File: src/common/fpsu_macros.svh
`ifndef FPSU_MACROS_SVH
`define FPSU_MACROS_SVH

// ###################################################################
// Widths
// ###################################################################
`define FPSU_LANE_W   32  // One single-precision lane
`define FPSU_DATA_W   64  // Two lanes side by side
`define FPSU_RET_W    4   // Return code, one bit per fpsu_ret_e entry
`define FPSU_CSR_W    32

// ###################################################################
// Control register and timing
// ###################################################################
`define FPSU_CSR_DAZ  0   // Denormals-as-zero enable
`define FPSU_LATENCY  2   // Issue to return, in cycles

`define FPSU_QNAN     32'h7fc0_0000  // Canonical quiet NaN

`endif

File: src/common/fpsu_pkg.sv
package fpsu_pkg;

  // ###################################################################
  // Operation codes
  // ###################################################################
  typedef enum logic [2:0] {
    OP_MOV   = 3'd0,  // A
    OP_ABS   = 3'd1,  // A with sign cleared
    OP_NEG   = 3'd2,  // A with sign inverted
    OP_SGNJ  = 3'd3,  // Magnitude of A, sign of B
    OP_MIN   = 3'd4,  // IEEE minNum
    OP_MAX   = 3'd5,  // IEEE maxNum
    OP_SWAP  = 3'd6,  // Exchange the halves
    OP_DUPLO = 3'd7   // Low half copied into both halves
  } fpsu_op_e;

  // ###################################################################
  // Operand sources
  // ###################################################################
  typedef enum logic [1:0] {
    SRC_REG = 2'd0,  // Register operand of the half
    SRC_FWD = 2'd1,  // Most recent result of the half
    SRC_ALT = 2'd2   // Alternate data input
  } fpsu_src_e;

  // ###################################################################
  // Return code bit positions
  // ###################################################################
  // Each half reports only what its own lane saw, the top ORs them
  typedef enum logic [1:0] {
    RET_NV     = 2'd0,  // Signaling NaN reached min or max
    RET_NAN    = 2'd1,  // A read operand was a NaN
    RET_ZERO   = 2'd2,  // Lane result is a signed zero
    RET_DENORM = 2'd3   // A subnormal operand was flushed
  } fpsu_ret_e;

endpackage

File: src/fpsu/fpsu_both.sv
`timescale 1ns/1ps
`include "fpsu_macros.svh"

module fpsu_both (
  input  logic                    clk,
  input  logic                    rst_n,
  input  logic [`FPSU_CSR_W-1:0]  fpcsr,
  input  logic                    en,
  input  fpsu_pkg::fpsu_op_e      op,
  input  fpsu_pkg::fpsu_src_e     src_a,
  input  fpsu_pkg::fpsu_src_e     src_b,
  input  logic [`FPSU_DATA_W-1:0] a,
  input  logic [`FPSU_DATA_W-1:0] b,
  input  logic [`FPSU_DATA_W-1:0] alt_data,
  output logic [`FPSU_DATA_W-1:0] result,
  output logic [`FPSU_RET_W-1:0]  ret,
  output logic                    ret_en
);

  logic [`FPSU_LANE_W-1:0] lo_cross_a;
  logic [`FPSU_LANE_W-1:0] hi_cross_a;
  logic [`FPSU_RET_W-1:0]  lo_ret;
  logic [`FPSU_RET_W-1:0]  hi_ret;
  logic                    lo_ret_en;
  logic                    hi_ret_en;

  // ###################################################################
  // Lane slices
  // ###################################################################
  fpsu_half #(
    .HIGH (0)
  ) u_half_lo (
    .clk     (clk),
    .rst_n   (rst_n),
    .fpcsr   (fpcsr),
    .en      (en),
    .op      (op),
    .src_a   (src_a),
    .src_b   (src_b),
    .a       (a[`FPSU_LANE_W-1:0]),
    .b       (b[`FPSU_LANE_W-1:0]),
    .alt     (alt_data[`FPSU_LANE_W-1:0]),
    .peer_a  (hi_cross_a),
    .cross_a (lo_cross_a),
    .result  (result[`FPSU_LANE_W-1:0]),
    .ret     (lo_ret),
    .ret_en  (lo_ret_en)
  );

  fpsu_half #(
    .HIGH (1)
  ) u_half_hi (
    .clk     (clk),
    .rst_n   (rst_n),
    .fpcsr   (fpcsr),
    .en      (en),
    .op      (op),
    .src_a   (src_a),
    .src_b   (src_b),
    .a       (a[`FPSU_DATA_W-1:`FPSU_LANE_W]),
    .b       (b[`FPSU_DATA_W-1:`FPSU_LANE_W]),
    .alt     (alt_data[`FPSU_DATA_W-1:`FPSU_LANE_W]),
    .peer_a  (lo_cross_a),
    .cross_a (hi_cross_a),
    .result  (result[`FPSU_DATA_W-1:`FPSU_LANE_W]),
    .ret     (hi_ret),
    .ret_en  (hi_ret_en)
  );

  // Both halves issue together, so the enables line up
  assign ret    = lo_ret | hi_ret;
  assign ret_en = lo_ret_en | hi_ret_en;

endmodule

File: src/fpsu/fpsu_half.sv
`timescale 1ns/1ps
`include "fpsu_macros.svh"

module fpsu_half #(
  parameter int unsigned HIGH = 0  // 1 for the upper lane
) (
  input  logic                    clk,
  input  logic                    rst_n,
  input  logic [`FPSU_CSR_W-1:0]  fpcsr,
  input  logic                    en,
  input  fpsu_pkg::fpsu_op_e      op,
  input  fpsu_pkg::fpsu_src_e     src_a,
  input  fpsu_pkg::fpsu_src_e     src_b,
  input  logic [`FPSU_LANE_W-1:0] a,
  input  logic [`FPSU_LANE_W-1:0] b,
  input  logic [`FPSU_LANE_W-1:0] alt,
  input  logic [`FPSU_LANE_W-1:0] peer_a,
  output logic [`FPSU_LANE_W-1:0] cross_a,
  output logic [`FPSU_LANE_W-1:0] result,
  output logic [`FPSU_RET_W-1:0]  ret,
  output logic                    ret_en
);

  logic [`FPSU_LANE_W-1:0] sel_a;
  logic [`FPSU_LANE_W-1:0] sel_b;

  logic                    s1_vld;
  fpsu_pkg::fpsu_op_e      s1_op;
  logic [`FPSU_LANE_W-1:0] s1_a;
  logic [`FPSU_LANE_W-1:0] s1_b;
  logic [`FPSU_LANE_W-1:0] s1_peer;
  logic [`FPSU_CSR_W-1:0]  s1_csr;

  fpsu_pkg::fpsu_op_e      alu_op;
  logic [`FPSU_LANE_W-1:0] alu_res;
  logic [`FPSU_RET_W-1:0]  alu_flags;

  function automatic logic [`FPSU_LANE_W-1:0] pick(input fpsu_pkg::fpsu_src_e     src,
                                                    input logic [`FPSU_LANE_W-1:0] reg_v,
                                                    input logic [`FPSU_LANE_W-1:0] fwd_v,
                                                    input logic [`FPSU_LANE_W-1:0] alt_v);
    case (src)
      fpsu_pkg::SRC_FWD: return fwd_v;
      fpsu_pkg::SRC_ALT: return alt_v;
      default:           return reg_v;
    endcase
  endfunction

  // ###################################################################
  // Operand select
  // ###################################################################
  assign sel_a   = pick(src_a, a, result, alt);  // Forward is the result register
  assign sel_b   = pick(src_b, b, result, alt);
  assign cross_a = sel_a;  // Other half latches it as its peer

  // ###################################################################
  // Stage 1
  // ###################################################################
  always_ff @(posedge clk) begin
    if (!rst_n) begin
      s1_vld <= 1'b0;
      s1_op  <= fpsu_pkg::OP_MOV;
    end else begin
      s1_vld <= en;
      if (en) begin
        s1_op <= op;
      end
    end
  end

  always_ff @(posedge clk) begin
    if (en) begin
      s1_a    <= sel_a;
      s1_b    <= sel_b;
      s1_peer <= peer_a;  // Same edge as the other half's A
      s1_csr  <= fpcsr;   // DAZ as seen at issue
    end
  end

  // Low half keeps its own A on DUPLO, which is a plain move here
  always_comb begin
    if (HIGH == 0 && s1_op == fpsu_pkg::OP_DUPLO) begin
      alu_op = fpsu_pkg::OP_MOV;
    end else begin
      alu_op = s1_op;
    end
  end

  fpsu_lane_alu u_alu (
    .fpcsr (s1_csr),
    .op    (alu_op),
    .opa   (s1_a),
    .opb   (s1_b),
    .peer  (s1_peer),
    .res   (alu_res),
    .flags (alu_flags)
  );

  // ###################################################################
  // Stage 2
  // ###################################################################
  always_ff @(posedge clk) begin
    if (!rst_n) begin
      result <= '0;
      ret    <= '0;
      ret_en <= 1'b0;
    end else begin
      ret_en <= s1_vld;
      ret    <= s1_vld ? alu_flags : '0;
      if (s1_vld) begin
        result <= alu_res;  // Holds between returns for forwarding
      end
    end
  end

endmodule

File: src/fpsu/fpsu_lane_alu.sv
`timescale 1ns/1ps
`include "fpsu_macros.svh"

module fpsu_lane_alu (
  input  logic [`FPSU_CSR_W-1:0]  fpcsr,
  input  fpsu_pkg::fpsu_op_e      op,
  input  logic [`FPSU_LANE_W-1:0] opa,
  input  logic [`FPSU_LANE_W-1:0] opb,
  input  logic [`FPSU_LANE_W-1:0] peer,
  output logic [`FPSU_LANE_W-1:0] res,
  output logic [`FPSU_RET_W-1:0]  flags
);

  logic                    daz;
  logic [`FPSU_LANE_W-1:0] fa;
  logic [`FPSU_LANE_W-1:0] fb;
  logic [`FPSU_LANE_W-1:0] fp;
  logic                    a_sub;
  logic                    b_sub;
  logic                    a_nan;
  logic                    b_nan;
  logic                    a_snan;
  logic                    b_snan;
  logic                    a_lt_b;
  logic                    is_mm;
  logic                    is_max;
  logic                    rd_a;
  logic                    rd_b;
  logic [`FPSU_LANE_W-1:0] mm_res;

  function automatic logic is_sub(input logic [`FPSU_LANE_W-1:0] x);
    return (x[30:23] == 8'h00) && (x[22:0] != 23'd0);
  endfunction

  function automatic logic is_nan(input logic [`FPSU_LANE_W-1:0] x);
    return (x[30:23] == 8'hff) && (x[22:0] != 23'd0);
  endfunction

  // Subnormal becomes a zero of the same sign
  function automatic logic [`FPSU_LANE_W-1:0] flush(input logic                    on,
                                                     input logic [`FPSU_LANE_W-1:0] x);
    return (on && is_sub(x)) ? {x[31], 31'd0} : x;
  endfunction

  // ###################################################################
  // Operand classification
  // ###################################################################
  assign daz    = fpcsr[`FPSU_CSR_DAZ];
  assign a_sub  = is_sub(opa);
  assign b_sub  = is_sub(opb);
  assign fa     = flush(daz, opa);
  assign fb     = flush(daz, opb);
  assign fp     = flush(daz, peer);  // Owner lane flags this one
  assign a_nan  = is_nan(fa);
  assign b_nan  = is_nan(fb);
  assign a_snan = a_nan & ~fa[22];   // Quiet bit clear
  assign b_snan = b_nan & ~fb[22];

  assign is_mm  = (op == fpsu_pkg::OP_MIN) || (op == fpsu_pkg::OP_MAX);
  assign is_max = (op == fpsu_pkg::OP_MAX);

  // A feeds every op except DUPLO, where the lane only copies its peer
  assign rd_a = (op != fpsu_pkg::OP_DUPLO);
  assign rd_b = is_mm || (op == fpsu_pkg::OP_SGNJ);

  // ###################################################################
  // minNum / maxNum
  // ###################################################################
  always_comb begin
    if (fa[31] != fb[31]) begin
      a_lt_b = fa[31];  // Negative side is lower, -0 below +0
    end else if (fa[31]) begin
      a_lt_b = fa[30:0] > fb[30:0];
    end else begin
      a_lt_b = fa[30:0] < fb[30:0];
    end
  end

  always_comb begin
    if (a_nan && b_nan) begin
      mm_res = `FPSU_QNAN;
    end else if (a_nan) begin
      mm_res = fb;
    end else if (b_nan) begin
      mm_res = fa;
    end else if (a_lt_b ^ is_max) begin
      mm_res = fa;
    end else begin
      mm_res = fb;
    end
  end

  // ###################################################################
  // Result and flags
  // ###################################################################
  always_comb begin
    case (op)
      fpsu_pkg::OP_MOV:   res = fa;
      fpsu_pkg::OP_ABS:   res = {1'b0, fa[30:0]};
      fpsu_pkg::OP_NEG:   res = {~fa[31], fa[30:0]};
      fpsu_pkg::OP_SGNJ:  res = {fb[31], fa[30:0]};
      fpsu_pkg::OP_MIN:   res = mm_res;
      fpsu_pkg::OP_MAX:   res = mm_res;
      fpsu_pkg::OP_SWAP:  res = fp;
      fpsu_pkg::OP_DUPLO: res = fp;
      default:            res = fa;
    endcase
  end

  always_comb begin
    flags                       = '0;
    flags[fpsu_pkg::RET_NV]     = is_mm && (a_snan || b_snan);
    flags[fpsu_pkg::RET_NAN]    = (rd_a && a_nan) || (rd_b && b_nan);
    flags[fpsu_pkg::RET_ZERO]   = (res[30:0] == 31'd0);
    flags[fpsu_pkg::RET_DENORM] = daz && ((rd_a && a_sub) || (rd_b && b_sub));
  end

endmodule

File: config.mk
export PLATFORM = sky130hd
export DESIGN_NAME = fpsu_both
export DESIGN_NICKNAME = d
export VERILOG_FILES = /design/src/common/fpsu_pkg.sv /design/src/fpsu/fpsu_both.sv /design/src/fpsu/fpsu_half.sv /design/src/fpsu/fpsu_lane_alu.sv
export VERILOG_INCLUDE_DIRS = /design/src /design/src/common
export SDC_FILE = /design/constraint.sdc
export NUM_CORES = 1
export LEC_CHECK = 0
export ABC_AREA = 1
export ABC_CLOCK_PERIOD_IN_PS = 9000
export BUFFER_PORTS_ARGS = -buffer_cell sky130_fd_sc_hd__buf_2
export CORE_MARGIN = 2
export CORE_UTILIZATION = 30
export DETAILED_ROUTE_END_ITERATION = 6
export SYNTH_ARGS = -nofsm -noshare
export SYNTH_HDL_FRONTEND = slang
export SYNTH_HIERARCHICAL = 1
export SYNTH_SLANG_ARGS = --single-unit
File: constraint.sdc
create_clock -name clk -period 9 [get_ports clk]
set_input_delay 0.9 -clock clk [delete_from_list [all_inputs] [get_ports clk]]
set_output_delay 0.9 -clock clk [all_outputs]
set_load 0.03 [all_outputs]
# [After elaboration in Yosys (flattened, before gate mapping)]
# Cells that the tools add are included.
[word_totals] ff_bits=206 output_inout_bits=69 wordCells=135 input_bits=234
[classes] bitwise_logic=13 n_reduce_logical=57 muxes=23 magnitude_cmp=4 n_eq_ne=26
[op_table] operator="$pmux 32 s6" count=2
[op_table] operator="$mux 32" count=8
[op_table] operator="$pmux 32 s2" count=4
[op_table] operator="$reduce_bool 23->1" count=8
[op_table] operator="$mux 31" count=4
[op_table] operator="$gt 31x31->1" count=2
[op_table] operator="$logic_not 31->1" count=2
[op_table] operator="$lt 31x31->1" count=2
[op_table] operator="$eq 8x8->1 const B" count=4
[op_table] operator="$logic_not 8->1" count=4
[op_table] operator="$logic_and 1x1->1" count=26
[op_table] operator="$eq 3x3->1 const B" count=8
[op_table] operator="$eq 3x2->1 const B" count=4
[op_table] operator="$logic_or 1x1->1" count=10
[op_table] operator="$reduce_or 2->1" count=4
[op_table] operator="$eq 3x1->1 const B" count=2
[op_table] operator="$logic_not 3->1" count=2
[op_table] operator="$ne 3x3->1 const B" count=2
[op_table] operator="$not 1->1" count=6
[op_table] operator="$and 1x1->1" count=4
[op_table] operator="$eq 2x1->1 const B" count=2
[op_table] operator="$eq 2x2->1 const B" count=2
[op_table] operator="$mux 1" count=4
[op_table] operator="$or 4x4->4" count=1
[op_table] operator="4 further kinds" count=6

# [Longest topological paths before layout]
# Gate-level depths: netlist of run 1.
[depth] ltp_word=14 depth_mapped=37 ltp_nobuf=36

# [Hierarchy]
# The synthesis of run 1 kept the hierarchy.
[by_module_without_submodules] module="fpsu_half at u_half_lo" seq_area_each_um2=4664.5 instances=1 cells_each=721 area_per_inst_um2=6937.9
[by_module_without_submodules] module="fpsu_half at u_half_hi" seq_area_each_um2=4664.5 instances=1 cells_each=718 area_per_inst_um2=6915.4
[by_module_without_submodules] module="fpsu_lane_alu" seq_area_each_um2=0.0 instances=2 cells_each=625 area_per_inst_um2=3254.4
[by_module_without_submodules] module="fpsu_both" seq_area_each_um2=0.0 instances=1 cells_each=15 area_per_inst_um2=56.3

# [Worst setup path after synthesis of run 1]
# OpenSTA, ideal clock, no wires.
[synth_path] path_type="register to register" startpoint="register u_half_hi.s1_b[8]" endpoint="register u_half_hi.ret[2]" n_path_buf=3 period_less_slack_ns=3.864 arrival_ns=3.800 t_required_ns=8.936 setup_time_ns=0.064 stages_incl_launch_ff=30 setup_slack_ns=5.136 path_cell_list="edfxtp_1 -> nor2_1 -> nand2_1 -> nor2_1 -> nand3_1 -> nand2_4 -> buf_2 -> clkbuf_1 -> nand2_1 -> ha_1 -> nand2_1 -> or3_1 -> nor4_2 -> nand4_1 -> nand2_2 -> nand2_4 -> nand3_4 -> nand3_4 -> nand2_4 -> buf_8 -> nand2_1 -> nand3_1 -> nand3_2 -> nor2_1 -> nand2_1 -> nor2_1 -> nand2_1 -> nor2_1 -> inv_1 -> nor2_1"
[synth_between] elab_chain_len=14 word_cells_on_any_way=19 classes_between="order compare (2); eq/ne (1); mux (8); bitwise (1); reduce/logical (7)"
[synth_lines] element="start, declared" line_no="fpsu_half.sv:30" source="logic [`FPSU_LANE_W-1:0] s1_b;"
[synth_lines] element="start signal, assigned" line_no="fpsu_half.sv:74" source="s1_b <= sel_b;"
[synth_lines] element="$reduce_bool 23->1" line_no="fpsu_lane_alu.sv:32" source="return (x[30:23] == 8'h00) && (x[22:0] != 23'd0);"
[synth_lines] element="$logic_and 1x1->1" line_no="fpsu_lane_alu.sv:32"
[synth_lines] element="$logic_and 1x1->1" line_no="fpsu_lane_alu.sv:42" source="return (on && is_sub(x)) ? {x[31], 31'd0} : x;"
[synth_lines] element="$mux 31 *" line_no="fpsu_lane_alu.sv:42"
[synth_lines] element="$lt 31x31->1 / $gt 31x31->1 (equally long branches)" line_no="fpsu_lane_alu.sv:75, fpsu_lane_alu.sv:73"
[synth_lines] element="$mux 1" line_no="fpsu_lane_alu.sv:72" source="end else if (fa[31]) begin"
[synth_lines] element="$mux 1" line_no="fpsu_lane_alu.sv:70" source="if (fa[31] != fb[31]) begin"
[synth_lines] element="$xor 1x1->1" line_no="fpsu_lane_alu.sv:86" source="end else if (a_lt_b ^ is_max) begin"
[synth_lines] element="$mux 32" line_no="fpsu_lane_alu.sv:86"
[synth_lines] element="$mux 32" line_no="fpsu_lane_alu.sv:84" source="end else if (b_nan) begin"
[synth_lines] element="$mux 32" line_no="fpsu_lane_alu.sv:82" source="end else if (a_nan) begin"
[synth_lines] element="$mux 32 *" line_no="fpsu_lane_alu.sv:80" source="if (a_nan && b_nan) begin"
[synth_lines] element="$pmux 32 s6 *" line_no="fpsu_lane_alu.sv:97" source="case (op)"
[synth_lines] element="named net u_half_hi.alu_res[2]" line_no="fpsu_half.sv:35" source="logic [`FPSU_LANE_W-1:0] alu_res;"
[synth_lines] element="$logic_not 31->1 *" line_no="fpsu_lane_alu.sv:114" source="flags[fpsu_pkg::RET_ZERO] = (res[30:0] == 31'd0);"
[synth_lines] element="named net u_half_hi.alu_flags[2]" line_no="fpsu_half.sv:36" source="logic [`FPSU_RET_W-1:0] alu_flags;"
[synth_lines] element="end signal, assigned" line_no="fpsu_half.sv:109" source="ret <= s1_vld ? alu_flags : '0;"
[synth_lines] element="end, declared" line_no="fpsu_half.sv:20" source="output logic [`FPSU_RET_W-1:0] ret,"
# The timed path passes the listed nets; every way through them passes the cells marked *.
# A chain may end at the register's enable or synchronous reset.

# [Worst setup path after layout of run 1]
[layout_path] startpoint="register u_half_hi.s1_b[4]" endpoint="register u_half_hi.ret[2]"
# Same word-level chain as after synthesis.

==> flow_metrics.tcl, run 1 <==
set metrics [dict create \
    status "finished, final reports clean" \
    synth_cells 2642 \
    maxSlewViolCount 0 \
    min_period_ns 5.39 \
    cts_root_buffer "clkbuf_16" \
    dp_hpwl_um 53100 \
    dr.pass1.iters 5 \
    die_h_um 253 \
    initial_utilization_pct 30.2 \
    cts_resized 0 \
    cts_tree "done" \
    fin_ws_ns 3.61 \
    p_leak_nw 10.5 \
    track_usage_pct 20.2 \
    finalSetupViolCount 0 \
    dpl_worst_slack_ns 3.73 \
    cpMostUsedCell "nor2_1" \
    required_ns 9.50 \
    fp.coreArea_um2 61500 \
    post_cts_buffers 0 \
    routed_wirelength_um 66600 \
    io_pins 303 \
    htree_levels 1 \
    ant_nets 0 \
    cts_made_buffers 29 \
    gr-total-overflow 0 \
    fin_util_pct 34.4 \
    die_w_um 253 \
    cp.arrival_ns 5.88 \
    whs_path_depth 1 \
    clockBufferDepth 3 \
    drt_iter0_markers 1553 \
    max_freq_mhz 186 \
    finalHoldViolCount 0 \
    rows 91 \
    power.density_nw_per_um2 170 \
    wl_per_cell_um 18.3 \
    clk_latency_ns 0.56 \
    post-route-drc-count 0 \
    nNetsFinal 3123 \
    fin_tns_setup_ns 0 \
    rsz0062_at_grt "false" \
    cpMaxStageDelayCell "nand2_4" \
    vdd_drop_max_mv 0.132 \
    cts.clk_slew.worst_paths_ns 0.06 \
    ctsHoldBuffers 0 \
    grt_pass1_wl_um 98500 \
    start_kind "flip-flop" \
    vias 17700 \
    numPortBuffers 271 \
    drv_cap 0 \
    grt_max_degree 83 \
    viasPerCell 4.85 \
    slowest_delay_ns 0.47 \
    die_area_um2 63900 \
    antenna_found_initial 10 \
    syn_area_per_cell_um2 7.02 \
    crit_path_end_kind "flip-flop" \
    fin_skew_ns 0.0124 \
    yosysWarnings 6 \
    fin_crit_sh_pct 59.8 \
    gp_congestion 0.930 \
    area_growth_syn_to_layout_pct 13.9 \
    drive_gt1_share_pct 15.5 \
    syn_nets 2932 \
    path_class "reg -> reg" \
    max_slew_margin_pct 24.0 \
    ff2ff_path_depth 29 \
    synth_area_um2 18600 \
    grt_pass1_vias 16900 \
    hp-class "in -> reg" \
    critPathMaxFanout 34 \
    cts_sinks 276 \
    worst_pin_slew_ns 1.14 \
]
==> stage by stage <==
stage | cells | power [mW] | area, um2 | hold slack (ns)
6_report | 3649 | 3.59 | 21100 | 0.550
5_1_grt | 3645 | 3.77 | 21100 | 0.530
4_1_cts | 3645 | 3.61 | 21100 | 0.525
3_5_place_dp | 3592 | 2.48 | 20200 | 0.536
3_3_place_gp | 3592 | 2.47 | 20200 | 0.524
2_1_floorplan | 2642 | 2.19 | 18600 | 0.489
==> final cells by class <==
cell class / count / area, um2
fillers: 6758 / 40300
multi-input cells: 2044 / 9560
flip-flops and latches: 276 / 7470
repair buffers: 288 / 1490
well taps: 790 / 988
clock buffers: 40 / 817
inverters: 194 / 728
clock inverters: 13 / 76.3
diodes: 4 / 10.0
==> worst max-delay path, delay by kind of cell (launching register included) <==
kind	cells	cell delay, ns
AND/OR/NAND/NOR	25	4.34
adder cells (fa/ha/maj)	1	0.29
buffers and inverters	3	0.24
flip-flops	1	0.43
==> flip-flops by register name, summed over array words and instances (netlist names) <==
signal / flops
u_half_lo/s1_a: 32
u_half_hi/result: 32
u_half_hi/s1_csr: 1
u_half_lo/s1_peer: 32
u_half_hi/s1_a: 32
u_half_hi/s1_peer: 32
u_half_hi/ret_en: 1
u_half_hi/s1_vld: 1
u_half_lo/s1_b: 32
u_half_hi/alu_op: 3
u_half_lo/ret: 4
u_half_lo/s1_csr: 1
u_half_lo/s1_op: 3
u_half_hi/s1_b: 32
u_half_lo/ret_en: 1
u_half_lo/s1_vld: 1
u_half_lo/result: 32
u_half_hi/ret: 4
==> metal layers <==
layer | routed length [um] | track usage, %
met5 | 87 | 0
met4 | 2720 | 8.28
met3 | 3150 | 2.43
met2 | 32500 | 35.4
met1 | 28200 | 25.2
==> power by group <==
| part | internal, mW | leakage, nW | switching (mW) |
|---|---|---|---|
| clock | 0.633 | 0.444 | 0.500 |
| combinational | 0.273 | 7.37 | 0.605 |
| sequential | 1.49 | 2.63 | 0.0896 |
==> final timing paths <==
path	start	end	slack, ns
min	fpcsr[0]	u_half_hi/s1_csr[0]$_DFFE_PP_	0.55
min reg2reg	u_half_lo/s1_op[2]$_SDFFE_PN0P_	u_half_lo/s1_op[2]$_SDFFE_PN0P_	0.55
max reg2reg	u_half_hi/s1_b[4]$_DFFE_PP_	u_half_hi/ret[2]$_SDFF_PN0_	3.61
max	u_half_hi/s1_b[4]$_DFFE_PP_	u_half_hi/ret[2]$_SDFF_PN0_	3.61
==> cells in the final DEF, fill, tap and decap left out, types with 7 or more instances in the layout <==
master / n
nand3_2: 26
nand3b_1: 14
a21oi_1: 40
ha_1: 56
inv_1: 178
buf_2: 270
nand3_1: 144
nor4_1: 12
nor2_1: 308
inv_2: 10
nand2_1: 1165
edfxtp_1: 194
dfxtp_1: 82
nor2_2: 10
o22ai_1: 10
clkinv_2: 7
nand2_2: 26
nand2_4: 14
clkinv_1: 8
o21ai_1: 8
buf_4: 17
o21ai_0: 96
a221oi_1: 18
nand4_1: 32
clkbuf_16: 29
Power figures use the tool's default switching activity.
==> run 2, diff against run 1 <==
ABC_AREA = 0   (was 1)
ABC_CLOCK_PERIOD_IN_PS = 4900   (was 9000)
clock period = 4.9 ns   (was 9 ns; I/O delays follow)
==> run 2 against run 1 <==
The flow now finishes with violations (setup timing). Critical path depth is 4 lower. Wire length is 14% higher. Critical path type unchanged. Clock skew is 0.0049 ns higher. Via count is 5.8% lower. Setup slack worse by 4.5 ns.
==> flow_metrics.tcl, run 2 <==
set metrics [dict create \
    drv_cap 0 \
    cpMostUsedCell "buf_6" \
    die_area_um2 58100 \
    dpl_worst_slack_ns -0.955 \
    numPortBuffers 271 \
    cts_root_buffer "clkbuf_16" \
    die_w_um 241 \
    fin_util_pct 42.8 \
    required_ns 5.45 \
    finalHoldViolCount 0 \
    power.internal_mw 5.12 \
    fp.coreArea_um2 55300 \
    p_sw_share_pct 31.5 \
    cpMaxStageDelayCell "or4b_4" \
    power.density_nw_per_um2 316 \
    drt_iter0_markers 1310 \
    rows 86 \
    critPathMaxFanout 5 \
    violations "setup timing" \
    area_growth_syn_to_layout_pct 40.5 \
    use_met1_pct 35.0 \
    maxSlewViolCount 0 \
    seq_power_share_pct 38.4 \
    initial_utilization_pct 30.5 \
    use_met2_pct 42.5 \
    finalNonFillerCells 3105 \
    max_freq_mhz 174 \
    track_usage_pct 25.4 \
    cts.clk_slew.worst_paths_ns 0.06 \
    synth_area_um2 16900 \
    use_met3_pct 2.66 \
    hp-class "in -> reg" \
    fin_skew_ns 0.0173 \
    clk_latency_ns 0.62 \
    drive_gt1_share_pct 37.8 \
    clockPowerShare_pct 34.7 \
    cp.arrival_ns 6.29 \
    die_h_um 241 \
    clockBufferDepth 3 \
    antenna_found_initial 0 \
    grt_pass1_wl_um 108000 \
    cts_tree "done" \
    io_pins 303 \
    cts_sinks 276 \
    crit_path_end_kind "flip-flop" \
    routed_wirelength_um 76000 \
    syn_area_per_cell_um2 9.42 \
    p_leak_nw 9.77 \
    slowest_delay_ns 0.59 \
    syn_nets 2078 \
    gr-total-overflow 0 \
    htree_levels 1 \
    ctsHoldBuffers 0 \
    viasPerCell 5.37 \
    path_class "reg -> reg" \
    post-route-drc-count 0 \
    finalSetupViolCount 32 \
    status "complete, but fails checks" \
    grt_pass1_vias 16200 \
    power_frac_comb_pct 27.0 \
    fin_tns_setup_ns -7.17 \
    mostFrequentLayoutCells "buf_4, buf_2, nand2_1" \
    fin_ws_ns -0.838 \
    nNetsFinal 2622 \
    grt_max_degree 111 \
    worst_pin_slew_ns 1.28 \
    max_slew_margin_pct 14.2 \
    start_kind "flip-flop" \
    yosysWarnings 6 \
    dr.pass1.iters 5 \
    wl_per_cell_um 24.5 \
    rsz0062_at_grt "true" \
    ant_nets 0 \
    synth_cells 1788 \
    dp_hpwl_um 59800 \
    vias 16700 \
    busiest_layer "met2" \
    fin_crit_sh_pct 117 \
    min_period_ns 5.74 \
    gp_congestion 0.954 \
    p_switching_mw 2.36 \
    vdd_drop_max_mv 0.209 \
    cts_made_buffers 31 \
    diodes 0 \
    placedCellCount 3007 \
    layout_commonest_cell "buf_4" \
]
-- run 2: layer usage --
| metal | vias up | share of wire, % | routed length, um |
|---|---|---|---|
| met5 | - | 0 | 0 |
| li1 | 7806 | - | - |
| met4 | 0 | 2.4 | 1800 |
| met2 | 573 | 47 | 35800 |
| met3 | 81 | 5.2 | 3920 |
| met1 | 8215 | 45 | 34400 |
-- run 2: power groups by stage --
| stage | clock, mW | sequential, mW | combinational (mW) |
|---|---|---|---|
| 2_1_floorplan | 0 | 2.93 | 0.788 |
| 3_3_place_gp | 0 | 2.91 | 1.74 |
| 3_5_place_dp | 0 | 2.91 | 1.74 |
| 4_1_cts | 2.65 | 2.87 | 1.87 |
| 5_1_grt | 2.73 | 2.89 | 2.16 |
| 6_report | 2.60 | 2.87 | 2.02 |
-- run 2: timing repair --
item                       CTS  global route
setup buffers               29            25
pin swaps                   81            68
setup endpoints to repair   64            66
gates resized for setup    135           130
-- run 2: worst paths after layout --
path | start | to | slack, ns | cells past startpoint
min | fpcsr[0] | u_half_lo/s1_csr[0]$_DFFE_PP_ | 0.13 | 1
max reg2reg | u_half_lo/s1_a[26]$_DFFE_PP_ | u_half_lo/ret[2]$_SDFF_PN0_ | -0.84 | 25
max | u_half_lo/s1_a[26]$_DFFE_PP_ | u_half_lo/ret[2]$_SDFF_PN0_ | -0.84 | 25
min reg2reg | u_half_lo/s1_op[1]$_SDFFE_PN0P_ | u_half_lo/s1_op[1]$_SDFFE_PN0P_ | 0.56 | 2
-- run 2: area by class of cell --
| class | count | area, um2 |
|---|---|---|
| fill | 5524 | 31600 |
| multi-input combinational | 1314 | 9540 |
| sequential | 276 | 7470 |
| timing repair buffer | 639 | 4330 |
| tap | 748 | 936 |
| clock buffer | 35 | 843 |
| clock inverter | 23 | 299 |
| inverter | 70 | 263 |
-- run 2: per-stage QoR --
| step | instance area, um2 | hold slack, ns | power [mW] |
|---|---|---|---|
| 2_1_floorplan | 16900 | 0.481 | 3.72 |
| 3_3_place_gp | 21000 | 0.539 | 4.65 |
| 3_5_place_dp | 21000 | 0.545 | 4.66 |
| 4_1_cts | 22900 | 0.0720 | 7.39 |
| 5_1_grt | 23700 | 0.0902 | 7.78 |
| 6_report | 23700 | 0.130 | 7.48 |
-- run 2: critical path: cells and delay by family, from the launching register on --
family | cells | cell delay [ns]
flops | 1 | 0.39
compound gates | 8 | 1.47
simple gates | 10 | 2.83
fa+ha+maj | 1 | 0.15
buf+inv | 6 | 0.81
